--- config.mk ---
export PLATFORM = sky130hd
export DESIGN_NAME = fpRoundTop
export DESIGN_NICKNAME = d
export VERILOG_FILES = /design/src/rtl/fpFormatPkg.sv /design/src/rtl/roundCtlPkg.sv /design/src/rtl/roundStageIf.sv /design/src/rtl/roundPipeCtl.sv /design/src/rtl/roundBits.sv /design/src/rtl/roundAdder.sv /design/src/rtl/fpRoundTop.sv
export SDC_FILE = /design/constraint.sdc
export NUM_CORES = 1
export LEC_CHECK = 0
export BUFFER_PORTS_ARGS = -buffer_cell sky130_fd_sc_hd__buf_4
export CAP_MARGIN = 25
export CORE_ASPECT_RATIO = 1.2
export CORE_MARGIN = 2
export CORE_UTILIZATION = 55
export DETAILED_ROUTE_END_ITERATION = 8
export HOLD_SLACK_MARGIN = 0.15
export PLACE_DENSITY = 0.88
export SETUP_SLACK_MARGIN = 0.4
export SYNTH_ARGS = -nofsm -noshare
export SYNTH_HDL_FRONTEND = slang
export SYNTH_SLANG_ARGS = --single-unit
--- constraint.sdc ---
create_clock -name clk -period 4.8 [get_ports clk]
set_input_delay 0.48 -clock clk [delete_from_list [all_inputs] [get_ports clk]]
set_output_delay 0.48 -clock clk [all_outputs]
set_load 0.02 [all_outputs]
--- src/rtl/fpFormatPkg.sv ---
`default_nettype none

package fpFormatPkg;

    ////////////////////////////////////////
    // field widths
    ////////////////////////////////////////

    localparam int expBits     = 11;                  // double exponent field
    localparam int fracBits    = 52;                  // double fraction
    localparam int sglFracBits = 23;                  // single fraction
    localparam int extraBits   = 3;                   // round bit plus two sticky bits
    localparam int sigBits     = fracBits + extraBits; // 55 bit significand word

    // output precision
    typedef enum logic {
        fmtSingle = 1'b0,
        fmtDouble = 1'b1
    } fmtT;

    typedef logic [expBits+1:0]  fullExpT; // top two bits catch overflow and sign
    typedef logic [fracBits-1:0] fracT;

    // double view of the significand word
    typedef struct packed {
        logic [fracBits-1:0]  frac;
        logic                 round;
        logic [extraBits-2:0] sticky;
    } dblViewT;

    // single view has the 23 bit fraction on top and round/sticky below it
    typedef struct packed {
        logic [sglFracBits-1:0]         frac;
        logic                           round;
        logic [sigBits-sglFracBits-2:0] sticky; // 31 bits
    } sglViewT;

    // same 55 bits read through either format
    typedef union packed {
        dblViewT dbl;
        sglViewT sgl;
    } sigWordT;

endpackage

`default_nettype wire

--- src/rtl/roundCtlPkg.sv ---
`default_nettype none

package roundCtlPkg;

    ////////////////////////////////////////
    // rounding modes
    ////////////////////////////////////////

    // codes 5..7 are illegal
    typedef enum logic [2:0] {
        rne = 3'd0, // nearest with ties to even
        rtz = 3'd1, // toward zero
        rdn = 3'd2, // toward -inf
        rup = 3'd3, // toward +inf
        rmm = 3'd4  // nearest with ties to max magnitude
    } roundModeT;

    ////////////////////////////////////////
    // pipeline
    ////////////////////////////////////////

    localparam int pipeStages = 2; // bits stage then add stage

endpackage

`default_nettype wire

--- src/rtl/roundStageIf.sv ---
`default_nettype none

// stage one to stage two payload
interface roundStageIf;
    import fpFormatPkg::*;

    logic    plus1; // round up decision
    fmtT     fmt;   // picks the increment position
    fullExpT exp;   // exponent with overflow/sign bits
    fracT    frac;  // unrounded 52 bit fraction

    modport producer (
        output plus1,
        output fmt,
        output exp,
        output frac
    );

    modport consumer (
        input plus1,
        input fmt,
        input exp,
        input frac
    );

endinterface

`default_nettype wire

--- src/rtl/roundPipeCtl.sv ---
`default_nettype none

module roundPipeCtl (
    input  logic clk,
    input  logic rstN,
    input  logic inValid,
    input  logic outReady,
    output logic inReady,
    output logic outValid,
    output logic ld1,
    output logic ld2
);
    import roundCtlPkg::*;

    logic full1; // stage one holds an item
    logic full2; // stage two holds an item

    // occupancy logic below is written for the two stage datapath
    if (pipeStages != 2) begin : gDepthCheck
        $error("roundPipeCtl expects a two stage pipeline");
    end

    ////////////////////////////////////////
    // handshake
    ////////////////////////////////////////

    assign outValid = full2;
    assign ld2      = full1 & (~full2 | outReady); // stage two free or draining now
    assign inReady  = ~full1 | ld2;                 // stage one free or moving on
    assign ld1      = inValid & inReady;

    // occupancy flags
    always_ff @(posedge clk or negedge rstN) begin
        if (!rstN) begin
            full1 <= 1'b0;
            full2 <= 1'b0;
        end else begin
            if (ld1)
                full1 <= 1'b1;        // new item in (old one left via ld2)
            else if (ld2)
                full1 <= 1'b0;        // moved down with nothing behind it
            if (ld2)
                full2 <= 1'b1;
            else if (outReady)
                full2 <= 1'b0;        // consumer took it
        end
    end

    // a stalled output stays presented until taken
    aOutHold: assert property (
        @(posedge clk) disable iff (!rstN)
        outValid && !outReady |=> outValid
    ) else $error("outValid dropped while outReady low");

endmodule

`default_nettype wire

--- src/rtl/roundBits.sv ---
`default_nettype none

module roundBits (
    input  logic                  clk,
    input  logic                  rstN,
    input  logic                  ld1,
    input  fpFormatPkg::sigWordT  inSig,
    input  fpFormatPkg::fullExpT  inExp,
    input  logic                  inSign,
    input  fpFormatPkg::fmtT      inFmt,
    input  roundCtlPkg::roundModeT inMode,
    roundStageIf.producer         stage
);
    import fpFormatPkg::*;
    import roundCtlPkg::*;

    logic roundBit;  // first bit below the format LSB
    logic stickyBit; // or of everything below round
    logic lsbBit;    // last kept fraction bit
    logic plus1;

    ////////////////////////////////////////
    // round / sticky / lsb extraction
    ////////////////////////////////////////

    always_comb begin
        if (inFmt == fmtDouble) begin
            roundBit  = inSig.dbl.round;
            stickyBit = |inSig.dbl.sticky;         // bits 1:0
            lsbBit    = inSig.dbl.frac[0];
        end else begin
            roundBit  = inSig.sgl.round;           // word bit 31
            stickyBit = |inSig.sgl.sticky;         // 31 low bits
            lsbBit    = inSig.sgl.frac[0];         // word bit 32
        end
    end

    ////////////////////////////////////////
    // plus-one decision
    ////////////////////////////////////////

    always_comb begin
        case (inMode)
            rne:     plus1 = roundBit & (stickyBit | lsbBit); // tie goes to even
            rtz:     plus1 = 1'b0;                          // truncate
            rdn:     plus1 = inSign & (roundBit | stickyBit);  // magnitude up when negative
            rup:     plus1 = ~inSign & (roundBit | stickyBit);
            rmm:     plus1 = roundBit;                      // tie goes away from zero
            default: plus1 = 1'b0;
        endcase
    end

    // decision and format
    always_ff @(posedge clk or negedge rstN) begin
        if (!rstN) begin
            stage.plus1 <= 1'b0;
            stage.fmt   <= fmtDouble;
        end else if (ld1) begin
            stage.plus1 <= plus1;
            stage.fmt   <= inFmt;
        end
    end

    // exponent and fraction payload
    always_ff @(posedge clk) begin
        if (ld1) begin
            stage.exp  <= inExp;
            stage.frac <= inSig.dbl.frac; // top 52 bits for either format
        end
    end

    // upstream must never hand over an unknown mode
    aLegalMode: assert property (
        @(posedge clk) disable iff (!rstN)
        ld1 |-> inMode inside {rne, rtz, rdn, rup, rmm}
    ) else $error("illegal rounding mode %0d accepted", inMode);

endmodule

`default_nettype wire

--- src/rtl/roundAdder.sv ---
`default_nettype none

module roundAdder (
    input  logic                 clk,
    input  logic                 rstN,
    input  logic                 ld2,
    roundStageIf.consumer        stage,
    output fpFormatPkg::fullExpT outExp,
    output fpFormatPkg::fracT    outFrac
);
    import fpFormatPkg::*;

    localparam int sumBits  = expBits + 2 + fracBits;  // 65
    localparam int sglShift = fracBits - sglFracBits;  // single LSB sits at bit 29

    logic [sumBits-1:0] roundAdd; // increment at the format LSB
    logic [sumBits-1:0] sum;

    ////////////////////////////////////////
    // increment and add
    ////////////////////////////////////////

    always_comb begin
        if (stage.fmt == fmtDouble)
            roundAdd = {{(sumBits-1){1'b0}}, stage.plus1};
        else
            roundAdd = {{(sumBits-sglShift-1){1'b0}}, stage.plus1, {sglShift{1'b0}}};
    end

    // fraction overflow ripples straight into the exponent
    assign sum = {stage.exp, stage.frac} + roundAdd;

    always_ff @(posedge clk or negedge rstN) begin
        if (!rstN) begin
            outExp  <= '0;
            outFrac <= '0;
        end else if (ld2) begin
            {outExp, outFrac} <= sum;
        end
    end

    // output word must not move while no new item loads
    aHoldOut: assert property (
        @(posedge clk) disable iff (!rstN)
        !ld2 |=> $stable(outExp) && $stable(outFrac)
    ) else $error("rounded result changed without ld2");

endmodule

`default_nettype wire

--- src/rtl/fpRoundTop.sv ---
`default_nettype none

module fpRoundTop (
    input  logic                   clk,
    input  logic                   rstN,
    // input side
    input  logic                   inValid,
    output logic                   inReady,
    input  fpFormatPkg::sigWordT   inSig,
    input  fpFormatPkg::fullExpT   inExp,
    input  logic                   inSign,
    input  fpFormatPkg::fmtT       inFmt,
    input  roundCtlPkg::roundModeT inMode,
    // output side
    output logic                   outValid,
    input  logic                   outReady,
    output fpFormatPkg::fullExpT   outExp,
    output fpFormatPkg::fracT      outFrac
);

    logic ld1; // load stage one
    logic ld2; // load stage two

    roundStageIf stageIf (); // stage one -> stage two

    // occupancy and handshake
    roundPipeCtl u0 (
        .clk      (clk),
        .rstN     (rstN),
        .inValid  (inValid),
        .outReady (outReady),
        .inReady  (inReady),
        .outValid (outValid),
        .ld1      (ld1),
        .ld2      (ld2)
    );

    ////////////////////////////////////////
    // datapath
    ////////////////////////////////////////

    roundBits u1 (
        .clk    (clk),
        .rstN   (rstN),
        .ld1    (ld1),
        .inSig  (inSig),
        .inExp  (inExp),
        .inSign (inSign),
        .inFmt  (inFmt),
        .inMode (inMode),
        .stage  (stageIf.producer)
    );

    roundAdder u2 (
        .clk     (clk),
        .rstN    (rstN),
        .ld2     (ld2),
        .stage   (stageIf.consumer),
        .outExp  (outExp),
        .outFrac (outFrac)
    );

endmodule

`default_nettype wire

**Word-level counts from Yosys, hierarchy flattened**

Cells that the tools add are included.

- $add $sub $neg: 1
- Eq/ne operators: 3
- Mux-type cells: 9
- Bitwise gates (word level): 12
- Reductions and logical operators: 5

Operator list:

| kind | number |
|---|---|
| $add 65x65->65 | 1 |
| $reduce_or 31->1 | 1 |
| $mux 30 | 1 |
| $mux 1 | 7 |
| $eq 3x2->1 const B | 2 |
| $and 1x1->1 | 5 |
| $or 1x1->1 | 4 |
| $pmux 1 s4 | 1 |
| $reduce_bool 2->1 | 2 |
| $eq 3x3->1 const B | 1 |
| $logic_not 3->1 | 1 |
| $not 1->1 | 3 |
| $reduce_or 2->1 | 1 |

- Register bits after elaboration: 134
- Input bits: 77
- Logic and storage cells: 38

**Logic depth before layout (Yosys ltp)**

Gate-level depths: netlist of run 1.

- Depth in word-level cells: 6
- Mapped depth: 10

**Modules after synthesis**

From an unflattened synthesis of run 1, not the netlist that was laid out.

- Cells, all modules: 542
- Area total of the unflattened synthesis: 6,064.6 sq um

By module, submodules not included:

| module | times used | cells each | area an instance (sq um) | seq. area each (sq um) |
|---|---|---|---|---|
| roundAdder | 1 | 442 | 3,783.6 | 1,626.6 |
| roundBits | 1 | 92 | 2,177.1 | 2,003.2 |
| roundPipeCtl | 1 | 8 | 103.8 | 50.0 |

**Worst setup path before layout of run 1**

OpenSTA, ideal clock, no wires.

- Path type: flip-flop to flip-flop
- Start: register u1.stage.fmt
- End: register u2.outExp[0]
- Setup time: 82 ps
- Arrival: 2,500 ps
- Required time: 4,718 ps
- Setup slack: 2,218 ps
- Cell stages (with the launch flop): 10
- Path buffers: 1
- Cell sequence: dfstp_2 and2_1 ha_1 ha_1 nand2_1 nor3_2 a41oi_1 clkbuf_1 or4_1 a31oi_1

- Word-level cells in the longest chain between the ends: 2

Ends and longest elaborated chain:

| element | RTL line | text |
|---|---|---|
| from (decl) | roundStageIf.sv:14 | `output fmt,` |
| from (signal assigned) | roundBits.sv:57 | `stage.fmt <= fmtDouble;` |
| from (signal assigned) | roundBits.sv:60 | `stage.fmt <= inFmt;` |
| $mux 30 | roundAdder.sv:24 | `if (stage.fmt == fmtDouble)` |
| $add 65x65->65 | roundAdder.sv:31 | `assign sum = {stage.exp, stage.frac} + roundAdd;` |
| to (signal assigned) | roundAdder.sv:38 | `{outExp, outFrac} <= sum;` |
| to (decl) | roundAdder.sv:8 | `output fpFormatPkg::fullExpT outExp,` |

Every way passes these cells.
A chain may end at the register's enable or synchronous reset.

**Worst setup path after layout of run 1**

- Start: register u1.stage.fmt
- End: register u2.outExp[8]

The elaborated chain is that of the path after synthesis.

==> results of run 1 <==
==> cells by family (layout without fill, tap and decap cells) <==
family	count (synthesis)	count (layout)
muxes	2	2
AOI/OAI and AO/OA	105	105
DFF	134	134
and+or+nand+nor	239	239
xor gates and xnor gates	31	31
adders and majority gates	3	3
buffers and inverters	37	189
==> metrics by stage <==
step	util, %	area [um^2]	std cells	hold slack [ns]
after CTS	71.5	7780	832	0.221
after detailed placement	66.5	7230	802	0.476
after global routing	71.9	7830	835	0.227
after global placement	66.5	7230	802	0.464
final	71.9	7830	835	0.165
after floorplan	-	6060	551	0.184
==> registers in the layout, indices dropped and copies added (netlist names) <==
register	cells
u0.full1	1
u0.outValid	1
u1.stage.exp	13
u1.stage.fmt	1
u1.stage.frac	52
u1.stage.plus1	1
u2.outExp	13
u2.outFrac	52
==> final timing paths <==
path | from | end | cells past startpoint
worst max register to register | u1.stage.fmt | u2.outExp[8] | 9
max in group asynchronous | rstN | u2.outFrac[37] | 1
worst min-delay path | rstN | u2.outFrac[14] | 1
worst min register to register | u2.outFrac[24] | u2.outFrac[24] | 2
min in group clk | inSig[40] | u1.stage.frac[37] | 1
worst max-delay path | u1.stage.fmt | u2.outExp[8] | 9
==> power groups by stage <==
stage | Sequential [W] | Combinational [W] | Clock, W
global route | 0.00147 | 0.000581 | 0.00125
floorplan | 0.00156 | 0.000162 | 0
detailed placement | 0.00147 | 0.000536 | 0
global placement | 0.00146 | 0.000519 | 0
finish | 0.00146 | 0.000540 | 0.00118
CTS | 0.00145 | 0.000538 | 0.00120
==> placed cells by master, fill, tap and decap left out, drive strengths merged, types with 2 or more instances in the layout <==
master / count
o41ai: 5
and4: 4
clkbuf: 27
or3: 14
xnor2: 15
ha: 3
nor2: 43
dfrtp: 68
or2: 2
nand4: 24
nand3: 31
or4: 16
a31oi: 34
o31ai: 15
and2: 4
edfxtp: 65
o21ai: 43
nor3: 17
buf: 147
nand2: 54
nand2b: 3
nand4b: 4
nor4: 11
inv: 12
clkinv: 3
xor2: 16
a21oi: 2
and3: 8
nor2b: 2
==> cell type report <==
class,count,area [um^2]
well taps,132,165
clock inverters,3,15.0
flip-flops and latches,134,3680
repair buffers,147,1130
fillers,719,3050
multi-input cells,380,2260
clock buffers,27,534
inverters,12,45.0
==> layer usage <==
metal	global-route usage (%)	vias to the layer above	share of wire [%]
li1	-	2364	-
met5	0	-	0
met3	4.87	40	6.5
met4	10.4	0	2.7
met2	45.4	219	54
met1	32.5	2456	37
==> metrics.cfg, run 1 <==
[timing]
rsz0062_at_grt = false
finalCritPeriodShare_pct = 73.4
max_freq_mhz = 284
worst_slew_pin_slew_ns = 0.968
final_hold_viol_count = 0
max_slew_margin_pct = 35.2
slew_violations = 0
setup_viol = 0
period_minus_slack_ns = 3.52
skew_ns = 0.00721
setup_ws_ns = 1.28
setup_tns_ns = 0

[power_and_ir_drop]
ir_drop_mv = 0.256
p_switching_w = 0.000846
pwr-share-clk_pct = 37.2
leakagePower_nw = 3.04
finalPower_w = 0.00318
p_int_w = 0.00233
power_frac_seq_pct = 45.8
p_sw_share_pct = 26.6
powerDensity_mw_per_mm2 = 406
p_comb_share_pct = 17.0

[final_layout]
fin_nets = 772
syn_to_final_growth_pct = 29.1
antennaDiodeCount = 0
drive_gt1_share_pct = 26.6

[place]
dp_worst_setup_slack_ns = 1.27
gp_congestion = 0.862
numPortBuffers = 143
hpwl_um = 10700

[logic_synthesis]
synth_compound_area_share_pct = 10.7
synthTopCellsByArea = edfxtp_1, dfrtp_1, o21ai_0
syn_area_per_cell_um2 = 11.0
yosys_warnings = 0
ys_ff_latch = 134
synth_most_common_cell = dfrtp_1
synth.cell_area_mm2 = 0.00606
synth_area_leader_cell = edfxtp_1
yosysTopAreaCellShare_pct = 32.2
yosysSeqAreaShare_pct = 60.7
synth_top_family_by_area = simple AND/OR/NAND/NOR gates
synth_nets = 631
async_flop_share_pct = 51.5
synth-edff-count = 65
ys_types = 42
yosys.area_share.xor_xnor_pct = 4.48
ys.flop_type = dfrtp_1
yosys-top-cells-count = dfrtp_1, edfxtp_1, nand2_1, nor2_1, o21ai_0
synth_cells = 551
yosys.area_share.simple_pct = 20.8
synth.area.mux_share_pct = 0.351
synth_adder_area_share_pct = 0.619

[worst_setup_path]
required_ns = 5.12
cpMaxStageDelayCell = nor3_2
crit_path_end_kind = register
cp_num_buf_inv = 1
startpoint_type = register
r2r_setup_slack_ns = 1.28
path_cells = and2_1, ha_1, ha_1, nand2_1, nor3_2, a41oi_2, buf_6, or4_1, a31oi_1
cp_slowest_stage_delay_ns = 0.58
cp_top_family = simple AND/OR/NAND/NOR gates
critPathMaxFanout = 16
crit_type = reg2reg
path_common_cell = ha_1
critical_path_arrival_ns = 3.85

[detailed_routing]
first_pass_iters = 5
postRouteAntennaNets = 0
routed_wl_um = 15000
wire_per_inst_um = 18.0
viasPerCell = 6.08
drtIter0Drc = 432
drc_errors = 0
vias = 5079

[die]
die-area_mm2 = 0.0119
rows = 42
die_x_um = 99.8
die_y_um = 119
start_util_pct = 55.7
io_pins = 144
core-area_mm2 = 0.0109

[grt]
grtUsageTotal_pct = 26.3
grt_pass1_vias = 5013
grt_max_degree = 70
grt_pass1_wl_um = 24300
gr-total-overflow = 0
antenna_found_initial = 0

[clock_network]
cts_setup_buffers = 0
cts_tree = built
cts_resized = 0
cts.sinks = 134
clk_pin_slew_ns = 0.06
cts-root-buf = clkbuf_16
cts_max_level = 4
clock_latency_ns = 0.41
cts_buffer_depth = 2
cts_buffers = 17
hold_buffers = 0

[job]
maxCapViolCount = 0

[min_path]
hold_path.class = in2async

[outcome]
status = completed

Note: power is estimated with default switching activity, not from simulation.
==> run 2: changes to the inputs <==
- CORE_UTILIZATION: 55 -> 54
- PLACE_DENSITY: 0.88 -> 0.86
- clock period: 4.8 -> 3.5 ns (I/O delays scaled with it)
==> run 2 against run 1 <==
Net effect:
- total power is 40% higher
- non-clock buffer count is 71 higher
- utilization is 5.9 points higher
- sequential share of layout area is 4.0 points lower
- worst setup slack worse by 0.62 ns
- clock skew is 0.0020 ns higher
- critical path depth is 1 higher
- largest power group unchanged
- critical path type unchanged
- count of clock-buffer cells in the layout is 1 higher
- routed wire length is 15% higher
- clock power is 38% higher
- maximum frequency is 24% higher
- sequential power is 38% higher
==> metrics.cfg, run 2 (synthesized netlist as in run 1, its figures left out) <==
[worst_setup_path]
r2r_setup_slack_ns = 0.65  ; was 1.28 ns
crit_path_end_kind = register  ; unchanged
cp_slowest_stage_delay_ns = 0.54  ; was 0.58 ns
path_cells = and2_1, ha_1, ha_1, nand2_1, nor3_4, buf_12, a41oi_4, buf_4, or3_1, a31oi_1  ; was and2_1, ha_1, ha_1, nand2_1, nor3_2, a41oi_2, buf_6, or4_1, a31oi_1
crit_type = reg2reg  ; unchanged
startpoint_type = register  ; unchanged
cpMaxStageDelayCell = dfstp_2  ; was nor3_2
critPathMaxFanout = 19  ; was 16
r2r_cells = 10  ; was 9
critical_path_arrival_ns = 3.18  ; was 3.85 ns
required_ns = 3.83  ; was 5.12 ns
r2r_start = u1.stage.fmt  ; unchanged
path_common_cell = ha_1  ; unchanged
r2r-end = u2.outFrac[40]  ; was u2.outExp[8]

[final_layout]
fin_cells = 908  ; was 835
final_cell_mix = buf_4, dfrtp_1, dlygate4sd3_1  ; was buf_4, dfrtp_1, edfxtp_1
top_regs = u1.stage.frac: 52 flops, u2.outFrac: 52 flops  ; unchanged
mostFrequentLayoutCell = buf_4  ; unchanged
fin_nets = 843  ; was 772
drive_gt1_share_pct = 24.7  ; was 26.6%
final.fill_count = 641  ; was 719
post-route-util_pct = 77.8  ; was 71.9%
antennaDiodeCount = 0  ; unchanged
syn_to_final_growth_pct = 40.9  ; was 29.1%

[detailed_routing]
postRouteAntennaNets = 0  ; unchanged
vias = 5566  ; was 5079
drc_errors = 0  ; unchanged
wire_per_inst_um = 19.0  ; was 18.0 um
drtIter0Drc = 446  ; was 432
first_pass_iters = 5  ; unchanged
viasPerCell = 6.13  ; was 6.08
routed_wl_um = 17300  ; was 15000 um

[die]
core-area_mm2 = 0.0110  ; was 0.0109 mm^2
rows = 42  ; unchanged
io_pins = 144  ; unchanged
start_util_pct = 55.2  ; was 55.7%
die-area_mm2 = 0.0121  ; was 0.0119 mm^2
die_y_um = 120  ; was 119 um
die_x_um = 101  ; was 99.8 um

[timing]
skew_ns = 0.00921  ; was 0.00721 ns
setup_ws_ns = 0.653  ; was 1.28 ns
setup_tns_ns = 0  ; unchanged
final_hold_viol_count = 0  ; unchanged
setup_viol = 0  ; unchanged
rsz0062_at_grt = false  ; unchanged
worst_slew_pin_slew_ns = 0.962  ; was 0.968 ns
finalCritPeriodShare_pct = 81.3  ; was 73.4%
max_slew_margin_pct = 35.7  ; was 35.2%
period_minus_slack_ns = 2.85  ; was 3.52 ns
slew_violations = 0  ; unchanged
max_freq_mhz = 351  ; was 284 MHz

[clock_network]
clk_pin_slew_ns = 0.05  ; was 0.06 ns
cts_buffers = 17  ; unchanged
cts-root-buf = clkbuf_16  ; unchanged
cts_tree = built  ; unchanged
clock_latency_ns = 0.42  ; was 0.41 ns
cts.sinks = 134  ; unchanged
cts_buffer_depth = 2  ; unchanged
cts_max_level = 4  ; unchanged

[power_and_ir_drop]
ir_drop_mv = 0.358  ; was 0.256 mV
pwr-share-clk_pct = 36.7  ; was 37.2%
p_comb_share_pct = 18.2  ; was 17.0%
power_frac_seq_pct = 45.1  ; was 45.8%
p_sw_share_pct = 27.3  ; was 26.6%
p_switching_w = 0.00121  ; was 0.000846 W
p_int_w = 0.00323  ; was 0.00233 W
leakagePower_nw = 3.34  ; was 3.04 nW
finalPower_w = 0.00444  ; was 0.00318 W
powerDensity_mw_per_mm2 = 520  ; was 406 mW/mm^2

[place]
gp_congestion = 0.911  ; was 0.862
numPortBuffers = 143  ; unchanged
dp_worst_setup_slack_ns = 0.171  ; was 1.27 ns
hpwl_um = 10900  ; was 10700 um
dp.cells = 808  ; was 802

[outcome]
status = completed  ; unchanged

[min_path]
hold_path_depth = 2
hold_start = inFmt
hold_path.class = in2reg  ; was in2async
hold_path_end = u1.stage.fmt

[grt]
grt_pass1_wl_um = 27400  ; was 24300 um
gr-total-overflow = 0  ; unchanged
grt_max_degree = 70  ; unchanged
grt_pass1_vias = 5399  ; was 5013
antenna_found_initial = 0  ; unchanged
grtUsageTotal_pct = 29.6  ; was 26.3%

[job]
maxCapViolCount = 0  ; unchanged

==> run 2: cell count changes in the layout (fill, tap and decap cells not counted), sizes merged <==
cell	before	now
buf	147	151
clkbuf	27	28
clkinv	3	4
dlygate4sd3	0	67
==> run 2: area by class of cell <==
type	instances	area [um^2]	share of cell area, %
Clock buffer	28	528	6.18
Inverter	12	45.0	0.527
Sequential cell	134	3680	43.1
Timing Repair Buffer	218	1820	21.4
Tap cell	132	165	1.93
Clock inverter	4	20.0	0.234
Multi-Input combinational cell	380	2280	26.7
==> run 2: timing repair <==
| action | 4_1_cts | 5_1_grt |
|---|---|---|
| hold buffers | 67 | 0 |
| hold endpoints to repair | 134 | 0 |
| pin swaps | 0 | 1 |
| setup endpoints to repair | 14 | 18 |
| gates resized for setup | 2 | 1 |
| setup buffers | 0 | 1 |
==> run 2: critical path, delay by kind of cell, from the launching register on <==
family                   cells  cell delay [ns]
adder cells (fa/ha/maj)      2             0.48
AND/OR/NAND/NOR              4             0.86
AO/OA/AOI/OAI                2             0.45
buffers and inverters        2             0.44
flip-flops                   1             0.54
==> run 2: how the worst max path moves through the flow <==
stage | to | depth (start not counted) | slack [ns] | startpoint
2_1_floorplan | u2.outExp[0] | 9 | 0.92 | u1.stage.fmt
3_3_place_gp | u2.outFrac[44] | 9 | 0.39 | u1.stage.fmt
3_5_place_dp | u2.outFrac[40] | 9 | 0.17 | u1.stage.fmt
4_1_cts | u2.outFrac[40] | 9 | 0.55 | u1.stage.fmt
5_1_grt | u2.outFrac[44] | 10 | 0.47 | u1.stage.fmt
6_report | u2.outFrac[40] | 10 | 0.65 | u1.stage.fmt
==> run 2: power groups by stage <==
stage	combinational [W]	clock (W)	sequential [W]
finish	0.000808	0.00163	0.00201
CTS	0.000800	0.00163	0.00200
detailed placement	0.000735	0	0.00202
global placement	0.000715	0	0.00201
floorplan	0.000222	0	0.00214
global route	0.000870	0.00170	0.00202
==> run 2: per-layer routing <==
layer	vias to the layer above	share of wire (%)	GRT usage, %
li1	2512	-	-
met1	2633	37	37.0
met2	354	51	49.0
met3	67	7.7	5.59
met4	0	4.4	14.6
met5	-	0	0
==> run 2: through the flow <==
step | cell area (um^2) | hold WS [ns]
6_report | 8540 | 0.242
5_1_grt | 8540 | 0.243
4_1_cts | 8520 | 0.239
3_5_place_dp | 7280 | 0.474
3_3_place_gp | 7270 | 0.467
2_1_floorplan | 6060 | 0.0544
